==> config.mk <==
export PLATFORM = sky130hd
export DESIGN_NAME = audio_board_top
export DESIGN_NICKNAME = d
export VERILOG_FILES = /design/src/verilog/audio_pkg.sv /design/src/verilog/inmp441_mic_i2s_receiver.sv /design/src/verilog/sample_fifo.sv /design/src/verilog/i2s_audio_out.sv /design/src/verilog/audio_board_top.sv
export VERILOG_INCLUDE_DIRS = /design/src /design/src/include
export SDC_FILE = /design/constraint.sdc
export NUM_CORES = 1
export LEC_CHECK = 0
export BUFFER_PORTS_ARGS = -buffer_cell sky130_fd_sc_hd__buf_2
export CORE_ASPECT_RATIO = 0.9
export CORE_MARGIN = 5
export CORE_UTILIZATION = 30
export DETAILED_ROUTE_END_ITERATION = 10
export GPL_TIMING_DRIVEN = 1
export PLACE_DENSITY = 0.41
export SYNTH_ARGS = -nofsm -noshare
export SYNTH_HDL_FRONTEND = slang
export SYNTH_SLANG_ARGS = --single-unit
==> constraint.sdc <==
create_clock -name clk -period 5.54 [get_ports clk]
set_input_delay 1.108 -clock clk [delete_from_list [all_inputs] [get_ports clk]]
set_output_delay 1.108 -clock clk [all_outputs]
set_load 0.01 [all_outputs]
==> src/include/board_config.svh <==
`ifndef BOARD_CONFIG_SVH
`define BOARD_CONFIG_SVH

// Board clock in MHz
`define CLK_MHZ          25

// Clock cycles per half period of the I2S bit clocks
`define MIC_HALF_PERIOD  2   // 64 sck per frame -> 256 clk
`define OUT_HALF_PERIOD  5   // 32 bclk per frame -> 320 clk

`endif

==> src/verilog/audio_pkg.sv <==
package audio_pkg;

    localparam w_mic_bits   = 24,
               w_sound_bits = 16;

    //------------------------------
    // Sample words

    typedef logic signed [w_mic_bits   - 1:0] mic_sample_t;  // MSB first on the wire
    typedef logic signed [w_sound_bits - 1:0] sound_t;

    //------------------------------
    // Pin groups

    typedef struct packed
    {
        logic sck;
        logic ws;   // Low selects left slot
        logic lr;   // Held low, microphone answers in left slot
    } mic_pins_t;

    typedef struct packed
    {
        logic mclk;
        logic bclk;
        logic lrclk;  // Low is left channel
        logic sdata;
    } i2s_out_pins_t;

    // Sticky until reset
    typedef struct packed
    {
        logic overflow;
        logic underrun;
    } audio_flags_t;

endpackage

==> src/verilog/inmp441_mic_i2s_receiver.sv <==
`timescale 1ns/100ps

module inmp441_mic_i2s_receiver
# (
    parameter mic_half_period = 2
)
(
    input                          clk,
    input                          rst,
    input                          sd,
    output audio_pkg::mic_pins_t   mic,
    output audio_pkg::mic_sample_t sample,
    output logic                   sample_valid
);

    import audio_pkg::*;

    localparam w_div = $clog2 (mic_half_period + 1);

    logic [w_div - 1:0] div_cnt;
    logic               sck;
    logic [        5:0] bit_cnt;   // sck cycle within the 64-cycle frame
    mic_sample_t        shift;

    //------------------------------
    // sck and ws generation

    wire toggle   = (div_cnt == w_div' (mic_half_period - 1));
    wire sck_rise = toggle & ~ sck;
    wire sck_fall = toggle &   sck;

    // One-bit delay after ws falls, then 24 data bits
    wire in_slot  = (bit_cnt >= 6'd1) && (bit_cnt <= 6'd24);

    always_ff @ (posedge clk)
    begin
        if (rst)
        begin
            div_cnt      <= '0;
            sck          <= 1'b0;
            bit_cnt      <= '0;
            sample_valid <= 1'b0;
        end
        else
        begin
            if (toggle)
                div_cnt <= '0;
            else
                div_cnt <= div_cnt + 1'b1;

            if (toggle)
                sck <= ~ sck;

            if (sck_fall)
                bit_cnt <= bit_cnt + 1'b1;   // Wraps at 64, ws follows bit 5

            // Last data bit goes in on this edge
            sample_valid <= sck_rise & (bit_cnt == 6'd24);
        end
    end

    //------------------------------
    // Data capture

    always_ff @ (posedge clk)
    begin
        if (sck_rise & in_slot)
            shift <= { shift [w_mic_bits - 2:0], sd };
    end

    // Shift register holds the word until the next left slot starts
    assign sample = shift;

    assign mic = '{ sck: sck, ws: bit_cnt [5], lr: 1'b0 };

endmodule

==> src/verilog/sample_fifo.sv <==
`timescale 1ns/100ps

module sample_fifo
# (
    parameter fifo_depth_log = 3
)
(
    input                          clk,
    input                          rst,
    input                          push,
    input  audio_pkg::mic_sample_t data,
    input                          pop,
    output audio_pkg::mic_sample_t head,
    output logic                   not_empty,
    output logic                   overflow
);

    import audio_pkg::*;

    localparam depth = 2 ** fifo_depth_log;

    mic_sample_t                mem [0:depth - 1];
    logic [fifo_depth_log - 1:0] wr_ptr;
    logic [fifo_depth_log - 1:0] rd_ptr;
    logic [fifo_depth_log    :0] count;

    wire full    = (count == (fifo_depth_log + 1)' (depth));
    wire do_pop  = pop & not_empty;
    wire do_push = push & (~ full | do_pop);   // A pop frees the slot in the same cycle

    //------------------------------
    // Pointers and flags

    always_ff @ (posedge clk)
    begin
        if (rst)
        begin
            wr_ptr   <= '0;
            rd_ptr   <= '0;
            count    <= '0;
            overflow <= 1'b0;
        end
        else
        begin
            if (do_push)
                wr_ptr <= wr_ptr + 1'b1;

            if (do_pop)
                rd_ptr <= rd_ptr + 1'b1;

            case ({ do_push, do_pop })
                2'b10:   count <= count + 1'b1;
                2'b01:   count <= count - 1'b1;
                default: count <= count;
            endcase

            if (push & ~ do_push)
                overflow <= 1'b1;   // Sample dropped
        end
    end

    //------------------------------
    // Storage

    always_ff @ (posedge clk)
    begin
        if (do_push)
            mem [wr_ptr] <= data;
    end

    assign head      = mem [rd_ptr];   // First word falls through
    assign not_empty = (count != '0);

endmodule

==> src/verilog/i2s_audio_out.sv <==
`timescale 1ns/100ps

module i2s_audio_out
# (
    parameter out_half_period = 5
)
(
    input                            clk,
    input                            rst,
    input                            mute,
    input  audio_pkg::mic_sample_t   head,
    input                            not_empty,
    output logic                     pop,
    output audio_pkg::i2s_out_pins_t pins,
    output logic                     underrun
);

    import audio_pkg::*;

    localparam w_div = $clog2 (out_half_period + 1);

    logic [w_div - 1:0] div_cnt;
    logic               mclk;
    logic               bclk;
    logic [        4:0] bit_cnt;      // bclk cycle within the 32-cycle frame
    logic               first_frame;
    logic               sdata;
    sound_t             held;         // Last sample taken from the FIFO
    sound_t             tx_word;      // Word sent in both slots of this frame
    sound_t             shift;
    sound_t             word_next;
    sound_t             tx_word_next;

    //------------------------------
    // Clock generation

    wire toggle     = (div_cnt == w_div' (out_half_period - 1));
    wire bclk_fall  = toggle & bclk;
    wire slot_start = bclk_fall & (bit_cnt [3:0] == 4'hf);   // lrclk changes here

    // Reset leaves lrclk low, so the cycle after it opens a frame too
    wire frame_start = (bclk_fall & (bit_cnt == 5'd31)) | first_frame;

    assign pop          = frame_start & not_empty;
    assign word_next    = not_empty ? head [w_mic_bits - 1 -: w_sound_bits] : held;
    assign tx_word_next = mute ? '0 : word_next;

    always_ff @ (posedge clk)
    begin
        if (rst)
        begin
            div_cnt     <= '0;
            mclk        <= 1'b0;
            bclk        <= 1'b0;
            bit_cnt     <= '0;
            first_frame <= 1'b1;
            underrun    <= 1'b0;
            held        <= '0;
        end
        else
        begin
            mclk        <= ~ mclk;
            first_frame <= 1'b0;

            if (toggle)
                div_cnt <= '0;
            else
                div_cnt <= div_cnt + 1'b1;

            if (toggle)
                bclk <= ~ bclk;

            if (bclk_fall)
                bit_cnt <= bit_cnt + 1'b1;

            if (frame_start)
            begin
                held <= word_next;           // Repeats on an empty FIFO
                if (~ not_empty)
                    underrun <= 1'b1;
            end
        end
    end

    //------------------------------
    // Serializer

    always_ff @ (posedge clk)
    begin
        if (frame_start)
            tx_word <= tx_word_next;
    end

    // Previous LSB leaves on the slot edge, so the MSB follows one bclk later
    always_ff @ (posedge clk)
    begin
        if (rst)
        begin
            shift <= '0;
            sdata <= 1'b0;
        end
        else if (bclk_fall)
        begin
            sdata <= shift [w_sound_bits - 1];

            if (slot_start)
                shift <= frame_start ? tx_word_next : tx_word;
            else
                shift <= shift << 1;
        end
    end

    assign pins = '{ mclk: mclk, bclk: bclk, lrclk: bit_cnt [4], sdata: sdata };

endmodule

==> src/verilog/audio_board_top.sv <==
`timescale 1ns/100ps

`include "board_config.svh"

module audio_board_top
# (
    parameter clk_mhz         = `CLK_MHZ,          // Board clock
              mic_half_period = `MIC_HALF_PERIOD,
              out_half_period = `OUT_HALF_PERIOD,
              fifo_depth_log  = 3
)
(
    input                            clk,
    input                            rst,
    input                            mute,
    input                            mic_sd,
    output audio_pkg::mic_pins_t     mic,
    output audio_pkg::i2s_out_pins_t audio,
    output audio_pkg::audio_flags_t  led
);

    import audio_pkg::*;

    mic_sample_t sample;
    logic        sample_valid;
    mic_sample_t head;
    logic        not_empty;
    logic        pop;
    logic        overflow;
    logic        underrun;

    //------------------------------
    // Producer

    inmp441_mic_i2s_receiver
    # (
        .mic_half_period ( mic_half_period )
    )
    i_mic
    (
        .clk          ( clk          ),
        .rst          ( rst          ),
        .sd           ( mic_sd       ),
        .mic          ( mic          ),
        .sample       ( sample       ),
        .sample_valid ( sample_valid )
    );

    //------------------------------
    // Buffer

    sample_fifo
    # (
        .fifo_depth_log ( fifo_depth_log )
    )
    i_fifo
    (
        .clk       ( clk          ),
        .rst       ( rst          ),
        .push      ( sample_valid ),   // No ready, full drops
        .data      ( sample       ),
        .pop       ( pop          ),
        .head      ( head         ),
        .not_empty ( not_empty    ),
        .overflow  ( overflow     )
    );

    //------------------------------
    // Consumer

    i2s_audio_out
    # (
        .out_half_period ( out_half_period )
    )
    i_audio_out
    (
        .clk       ( clk       ),
        .rst       ( rst       ),
        .mute      ( mute      ),
        .head      ( head      ),
        .not_empty ( not_empty ),
        .pop       ( pop       ),
        .pins      ( audio     ),
        .underrun  ( underrun  )
    );

    assign led = '{ overflow: overflow, underrun: underrun };

endmodule

# [After elaboration in Yosys (flattened, before gate mapping)]
# Memory sizes are Yosys's and may differ from the RTL's. A register that Yosys moved wholly into a read port is not among the register bits.
# Cells that the tools add are included.
[totals] regBits=106 mem_bits_rw=192 inputBits=4 output_inout_bits=9 wordCells=73 memories=1
[mem_list] name="i_fifo.mem" depth=8 word_bits=24 read_ports=1 rd_clocked_by_memory_dff=1 write_ports=1 line_no="sample_fifo.sv:22" rtl="mic_sample_t mem [0:depth - 1];"
[classes] addsub=8 order_cmp=2 eq_ne=8 n_mux=10 bitwise=19 reduce_logical=6
[op_table] op="two-way mux 16 bit" n=4
[op_table] op="AND 1 bit" n=11
[op_table] op="adder 3 x 1 -> 3 bit, second input constant" n=3
[op_table] op="equality test 4 bit, second input constant" n=2
[op_table] op="one-hot mux 4 bit (2 select lines)" n=1
[op_table] op="adder 6 x 1 -> 6 bit, second input constant" n=1
[op_table] op="equality test 6 x 5 -> 1 bit, second input constant" n=1
[op_table] op=">= comparator 6 x 1 -> 1 bit, second input constant" n=1
[op_table] op="less-or-equal comparator 6 x 5 -> 1 bit, second input constant" n=1
[op_table] op="two-way mux 3 bit" n=2
[op_table] op="NOT 1 bit" n=6
[op_table] op="adder 5 x 1 -> 5 bit, second input constant" n=1
[op_table] op="equality test 5 bit, second input constant" n=1
[op_table] op="adder 4 x 1 -> 4 bit, second input constant" n=1
[op_table] op="equality test 2 x 1 -> 1 bit, second input constant" n=2
[op_table] op="nonzero test 4 bit" n=1
[op_table] op="OR reduction 2 bit" n=2
[op_table] op="subtractor 4 x 1 -> 4 bit, second input constant" n=1
[op_table] op="equality test 3 bit, second input constant" n=1
[op_table] op="two-way mux 1 bit" n=3
[op_table] op="adder 2 x 1 -> 2 bit, second input constant" n=1
[op_table] op="equality test 2 bit, second input constant" n=1
[op_table] op="bitwise OR 1 bit" n=2
[op_table] op="AND reduction 2 bit" n=1
[op_table] op="other kinds (2)" n=2

# [Depth between registers and ports, before layout]
[depth] depth_word=10 ltp_mapped=16 depth_no_buf=12

# [Modules after synthesis]
# Synthesis repeated with hierarchy kept, for this count alone.
[unflattened] hier_cells=704 area_unflattened_um2=11801.3
[modules_own_cells] mod="sample_fifo" instances=1 cells_per_inst=365 area_per_inst_um2=8052.7 seq_area_each_um2=6045.8
[modules_own_cells] mod="i2s_audio_out" instances=1 cells_per_inst=256 area_per_inst_um2=2513.7 seq_area_each_um2=1221.2
[modules_own_cells] mod="inmp441_mic_i2s_receiver" instances=1 cells_per_inst=81 area_per_inst_um2=1219.9 seq_area_each_um2=920.9
[modules_own_cells] mod="audio_board_top" instances=1 cells_per_inst=2 area_per_inst_um2=15.0 seq_area_each_um2=0.0

# [Worst setup path after synthesis]
# OpenSTA, ideal clock, no wires.
[synth_path] path_type="reg2reg" from="register i_audio_out.bit_cnt[0]" to="memory i_fifo.mem[0][10] (netlist name) (enable)" setup_ps=430 t_arrival_ps=3342 t_required_ps=5110 setup_slack_ps=1768 path_stages_with_launch=9 n_path_buf=2 synth_period_minus_slack_ps=3772 cell_sequence="dfxtp_1 -> ha_1 -> and3_1 -> clkbuf_1 -> buf_1 -> ha_1 -> a41o_1 -> o21ai_4 -> nor4_1"
[synth_between] elab_chain_cells=9
[synth_rtl] item="start: declaration" line_no="i2s_audio_out.sv:25" rtl="logic [ 4:0] bit_cnt;"
[synth_rtl] item="start signal: assignment" line_no="i2s_audio_out.sv:74" rtl="bit_cnt <= bit_cnt + 1'b1;"
[synth_rtl] item="equality test 5 bit" line_no="i2s_audio_out.sv:42" rtl="wire frame_start = (bclk_fall & (bit_cnt == 5'd31)) | first_frame;"
[synth_rtl] item="AND 1 bit" line_no="i2s_audio_out.sv:42"
[synth_rtl] item="bitwise OR 1 bit" line_no="i2s_audio_out.sv:42"
[synth_rtl] item="AND 1 bit" line_no="i2s_audio_out.sv:44" rtl="assign pop = frame_start & not_empty;"
[synth_rtl] item="AND 1 bit" line_no="sample_fifo.sv:28" rtl="wire do_pop = pop & not_empty;"
[synth_rtl] item="bitwise OR 1 bit" line_no="sample_fifo.sv:29" rtl="wire do_push = push & (~ full | do_pop);"
[synth_rtl] item="AND 1 bit" line_no="sample_fifo.sv:29"
[synth_rtl] item="two-way mux 1 bit" line_no="sample_fifo.sv:67" rtl="if (do_push)"
[synth_rtl] item="two-way mux 1 bit (not written as such)" line_no="sample_fifo.sv:68" rtl="mem [wr_ptr] <= data;"
[synth_rtl] item="end: declaration" line_no="sample_fifo.sv:22"
# Every way passes these cells.

# [Worst setup path in the final report]
[layout_path] from="register i_audio_out.bit_cnt[0]" to="register i_fifo.count[2]"
[layout_between] elab_chain_cells=9 elab_cells_between_ends=11 cone_classes="eq/ne (3); mux (1); bitwise (6); reduce/logical (1)"
[layout_rtl] item="equality test 5 bit (*)" line_no="i2s_audio_out.sv:42"
[layout_rtl] item="AND 1 bit (*)" line_no="i2s_audio_out.sv:42"
[layout_rtl] item="bitwise OR 1 bit (*)" line_no="i2s_audio_out.sv:42"
[layout_rtl] item="AND 1 bit (*)" line_no="i2s_audio_out.sv:44"
[layout_rtl] item="AND 1 bit (*)" line_no="sample_fifo.sv:28"
[layout_rtl] item="bitwise OR 1 bit" line_no="sample_fifo.sv:29"
[layout_rtl] item="AND 1 bit" line_no="sample_fifo.sv:29"
[layout_rtl] item="equality test 2 x 1 -> 1 bit / equality test 2 bit (equally long branches)" line_no="sample_fifo.sv:51" rtl="case ({ do_push, do_pop })"
[layout_rtl] item="one-hot mux 4 bit (2 select lines) / nonzero test 2 bit (equally long branches)"
[layout_rtl] item="end signal: assignment" line_no="sample_fifo.sv:52" rtl="2'b10: count <= count + 1'b1;"
[layout_rtl] item="end signal: assignment" line_no="sample_fifo.sv:53" rtl="2'b01: count <= count - 1'b1;"
[layout_rtl] item="end signal: assignment" line_no="sample_fifo.sv:54" rtl="default: count <= count;"
[layout_rtl] item="end: declaration" line_no="sample_fifo.sv:25" rtl="logic [fifo_depth_log :0] count;"
# Every way passes the cells marked *; elsewhere a longest branch is shown, timed or not.
# A chain may end at the register's enable or synchronous reset.

==> run summary <==
TritonCTS built the clock tree. The worst path setup slack after routing came out at 1570 ps. Buffers inserted to repair hold after CTS numbered 0. The number of instances in the synthesized netlist came out at 602.

The total of max-cap violations is 0. The first-pass iteration count of the detailed router is 4. The height of the die came out at 177 um.

The fraction of layout instances using a drive strength above 1 is 17.8%. The via count of the first global-routing pass is 4906. Fill cells in the final layout number 3008.

The minimum period implied by the final worst setup slack came out at 3970 ps. The final total negative setup slack is 0 ps. The number of buffers on the longest clock path came out at 3.

The setup fix buffers added after clock tree synthesis is 0. The I/O pin total is 13. The later-pin clock latency in the skew report came out at 520 ps. The die outline area came out at 34600 sq um. Among all flip-flop cells after synthesis, the most frequent one is sky130_fd_sc_hd__edfxtp_1. The data required time at the worst endpoint came out at 5980 ps.

In the routed design, unresolved DRC markers number 0. The maximum clock rate came out at 252 MHz. The leakage component of the power came out at 3.36 nW. The power per unit of standard cell area is 341 nW/um^2. The met1 track demand over resource in global routing is 15.3%.

After the last flow step, the layout net total stands at 629. The final-report max-slew violation count is 0. The worst setup path category is reg -> reg. The cell depth of the worst flop-to-flop path is 13. In this run, post-CTS repair resized a total of 0 instances.

The global route total overflow came out at 0. The count of nets left with antenna violations once routing finished came out at 0. The initialized floorplan defines 61 standard-cell rows.

The clock-pin slew on the worst setup and hold paths came out at 60 ps. Clock tree synthesis inserted a total of 26 buffers. After global routing, the most crowded layer is met2.

The largest vdd supply drop is 0.233 mV. The total power of the final layout is 3.60 mW. The met2 usage came out at 16.9%. The critical path capture point type is a register.

The count of endpoints failing setup in the final report is 0. The number of vias per cell after detailed routing came out at 4.72. The synthesized netlist devotes 7.20% of its cell area to simple gates. The detailed placement HPWL is 10.8 mm. The initial antenna violation count came to 0.

The slew at the pin with the worst max-slew slack came out at 1010 ps. The largest fanout on the critical path is 36. Routability-driven placement finished with a final weighted congestion of 0.722. The final critical-path share of the clock period is 71.7%. After synthesis, the largest family of logic cells by area is multiplexers. The sink count of the clock tree came out at 237.

The clock arrives with 19.1 ps of skew. The routed layout has 4906 vias. In this run the cell area of the synthesized design comes to 9280 sq um. Sorting the synthesized cells by area gives the leading types as sky130_fd_sc_hd__edfxtp_1, sky130_fd_sc_hd__dfxtp_1, sky130_fd_sc_hd__mux4_2. The count of unique library cells instantiated by Yosys came out at 46.

The diode insertion count for antenna repair came out at 0. The portion of the post-synthesis area used by sequential elements came out at 67.5%. The number of warnings issued by yosys came out at 0. The worst path arrival time came out at 4410 ps.

The area share of xor/xnor cells in the synthesized design is 1.51%. Counting flops and latches in the post-synthesis netlist gives 237. Entering global routing, the biggest net connects 69 pins. The sequential cell area in the final layout is 6270 sq um.

The final design area excluding fillers came out at 10600 sq um. The number of DRC markers after the initial detailed-route iteration is 270. The standard cell area after detailed placement came out at 9750 sq um. STA classifies the critical path startpoint as a register.

Ranked by instance count, the synthesized netlist is headed by sky130_fd_sc_hd__edfxtp_1, sky130_fd_sc_hd__dfxtp_1, sky130_fd_sc_hd__nor2_1. The number of enable-type register cells in the synthesized netlist came out at 152. The path class of the tightest hold or removal check is reg -> reg. The total count of hold-check failures in the final report came to 0.

Input and output buffers added on the ports amount to 11. Each instance of the synthesized netlist takes up on average 15.4 sq um. The placeable core region is 30700 sq um.

The wire length per cell is 17.9 um. The area added between synthesis and finish is 14.0%. The number of instances on the worst hold path came out at 1. sky130_fd_sc_hd__edfxtp_1 takes more of the synthesized area than any other cell. The die width came out at 195 um. The clock tree root buffer cell is sky130_fd_sc_hd__clkbuf_16. The complex-gate fraction of the synthesized area is 8.74%.

The initial cell density of the core is 30.2%. The async set-reset flop share out of synthesis came out at 0%. Headroom to the max-slew limit came out at 32.7%. CTS built an H-tree with a depth of 1. The multi-input logic area is 2780 sq um. The mux contribution to synthesized area is 10.1%. The top cell type by area accounts for 49.2% of the synthesized area. The total routed wirelength is 18.6 mm.

The run finished with clean final reports. For this run, the total global-route usage over all layers was measured as 10.7%. Setup repair after global routing left no endpoint under its margin.

The most common cell in the synthesized netlist is sky130_fd_sc_hd__edfxtp_1. The worst setup slack before clock tree synthesis is 1580 ps. The post-synthesis adder-cell area fraction is 1.89%.

The global routing met3 resource utilization came out at 1.75%. The wire length of the first global-routing pass came out at 28.9 mm. The net count after synthesis came out at 620.
final timing paths:
path | to | start | slack (ps)
hold reg to reg | i_audio_out.mclk | i_audio_out.mclk | 400
setup / recovery | i_fifo.count[2] | i_audio_out.bit_cnt[0] | 1570
hold / removal | i_audio_out.mclk | i_audio_out.mclk | 400
setup reg to reg | i_fifo.count[2] | i_audio_out.bit_cnt[0] | 1570
worst max-delay path, stage by stage, from the launching register on:
cell and delay, ps:
sky130_fd_sc_hd__dfxtp_1 370, sky130_fd_sc_hd__ha_1 190, sky130_fd_sc_hd__and3_1 620, sky130_fd_sc_hd__ha_1 320, sky130_fd_sc_hd__a41oi_2 480, sky130_fd_sc_hd__nor2_2 230, sky130_fd_sc_hd__buf_4 350, sky130_fd_sc_hd__ha_1 310
sky130_fd_sc_hd__xor2_1 170, sky130_fd_sc_hd__ha_1 160, sky130_fd_sc_hd__a21oi_1 50, sky130_fd_sc_hd__xor2_1 170, sky130_fd_sc_hd__or3_1 320, sky130_fd_sc_hd__a21oi_1 140
final cells by class:
cell class / instances / area share (%)
Sequential cell: 237 / 59.3
Multi-Input combinational cell: 314 / 26.3
Clock buffer: 35 / 6.47
Tap cell: 409 / 4.84
Timing Repair Buffer: 26 / 1.59
Clock inverter: 12 / 1.36
Inverter: 6 / 0.213
sequential cells by signal, indices dropped and copies added (netlist names), named ones only:
signal / count
i_mic.div_cnt: 2
i_audio_out.underrun: 1
i_audio_out.tx_word: 16
i_mic.bit_cnt: 6
i_audio_out.first_frame: 1
i_audio_out.bit_cnt: 5
i_fifo.overflow: 1
i_mic.sample_valid: 1
i_mic.sck: 1
i_audio_out.mclk: 1
i_fifo.rd_ptr: 3
i_audio_out.sdata: 1
i_fifo.count: 4
i_audio_out.div_cnt: 3
i_audio_out.bclk: 1
i_fifo.wr_ptr: 3
i_mic.sample: 24
i_audio_out.shift: 16
i_fifo.mem: 128
i_audio_out.held: 16
placed cells by master, fill, tap and decap left out, types with 4 or more instances in the layout:
master and count:
sky130_fd_sc_hd__nor3_1 4, sky130_fd_sc_hd__clkbuf_1 9, sky130_fd_sc_hd__edfxtp_1 152, sky130_fd_sc_hd__nand4b_1 17
sky130_fd_sc_hd__a211oi_1 17, sky130_fd_sc_hd__nor2_1 44, sky130_fd_sc_hd__clkinv_2 6, sky130_fd_sc_hd__mux4_2 26
sky130_fd_sc_hd__xor2_1 10, sky130_fd_sc_hd__mux4_1 6, sky130_fd_sc_hd__a22oi_1 15, sky130_fd_sc_hd__nor3b_1 4
sky130_fd_sc_hd__nor3_2 4, sky130_fd_sc_hd__xnor2_1 6, sky130_fd_sc_hd__o21ai_0 4, sky130_fd_sc_hd__o211ai_2 10
sky130_fd_sc_hd__buf_4 15, sky130_fd_sc_hd__mux2i_1 18, sky130_fd_sc_hd__clkbuf_16 26, sky130_fd_sc_hd__nand2b_1 4
sky130_fd_sc_hd__dfxtp_1 84, sky130_fd_sc_hd__inv_1 6, sky130_fd_sc_hd__o211ai_1 8, sky130_fd_sc_hd__nand2_1 31
sky130_fd_sc_hd__o2bb2ai_1 15, sky130_fd_sc_hd__o21a_1 15, sky130_fd_sc_hd__ha_1 14, sky130_fd_sc_hd__a21oi_1 13
sky130_fd_sc_hd__buf_2 11
routing by layer:
layer	vias up	part of all wire (%)
met5	-	0
met4	0	2.5
met3	33	3.1
met2	71	45
met1	2467	49
li1	2335	-
cell families after synthesis:
family	after synthesis
DFF	237
and+or+nand+nor	129
AOI/OAI and AO/OA	103
muxes	51
buffers and inverters	51
xor gates and xnor gates	16
adders and majority gates	14
other	1
through the flow:
step	instances	hold slack [ps]	util [%]
floorplan	602	386	-
global placement	992	390	31.8
detailed placement	992	394	31.8
CTS	1039	403	34.5
global route	1039	423	34.5
finish	1039	402	34.5
where the power goes:
part	switching, mW	internal, mW
clock	0.655	1.01
sequential	0.0129	1.88
combinational	0.0346	0.0172
Note: power is estimated with default switching activity, not from simulation.
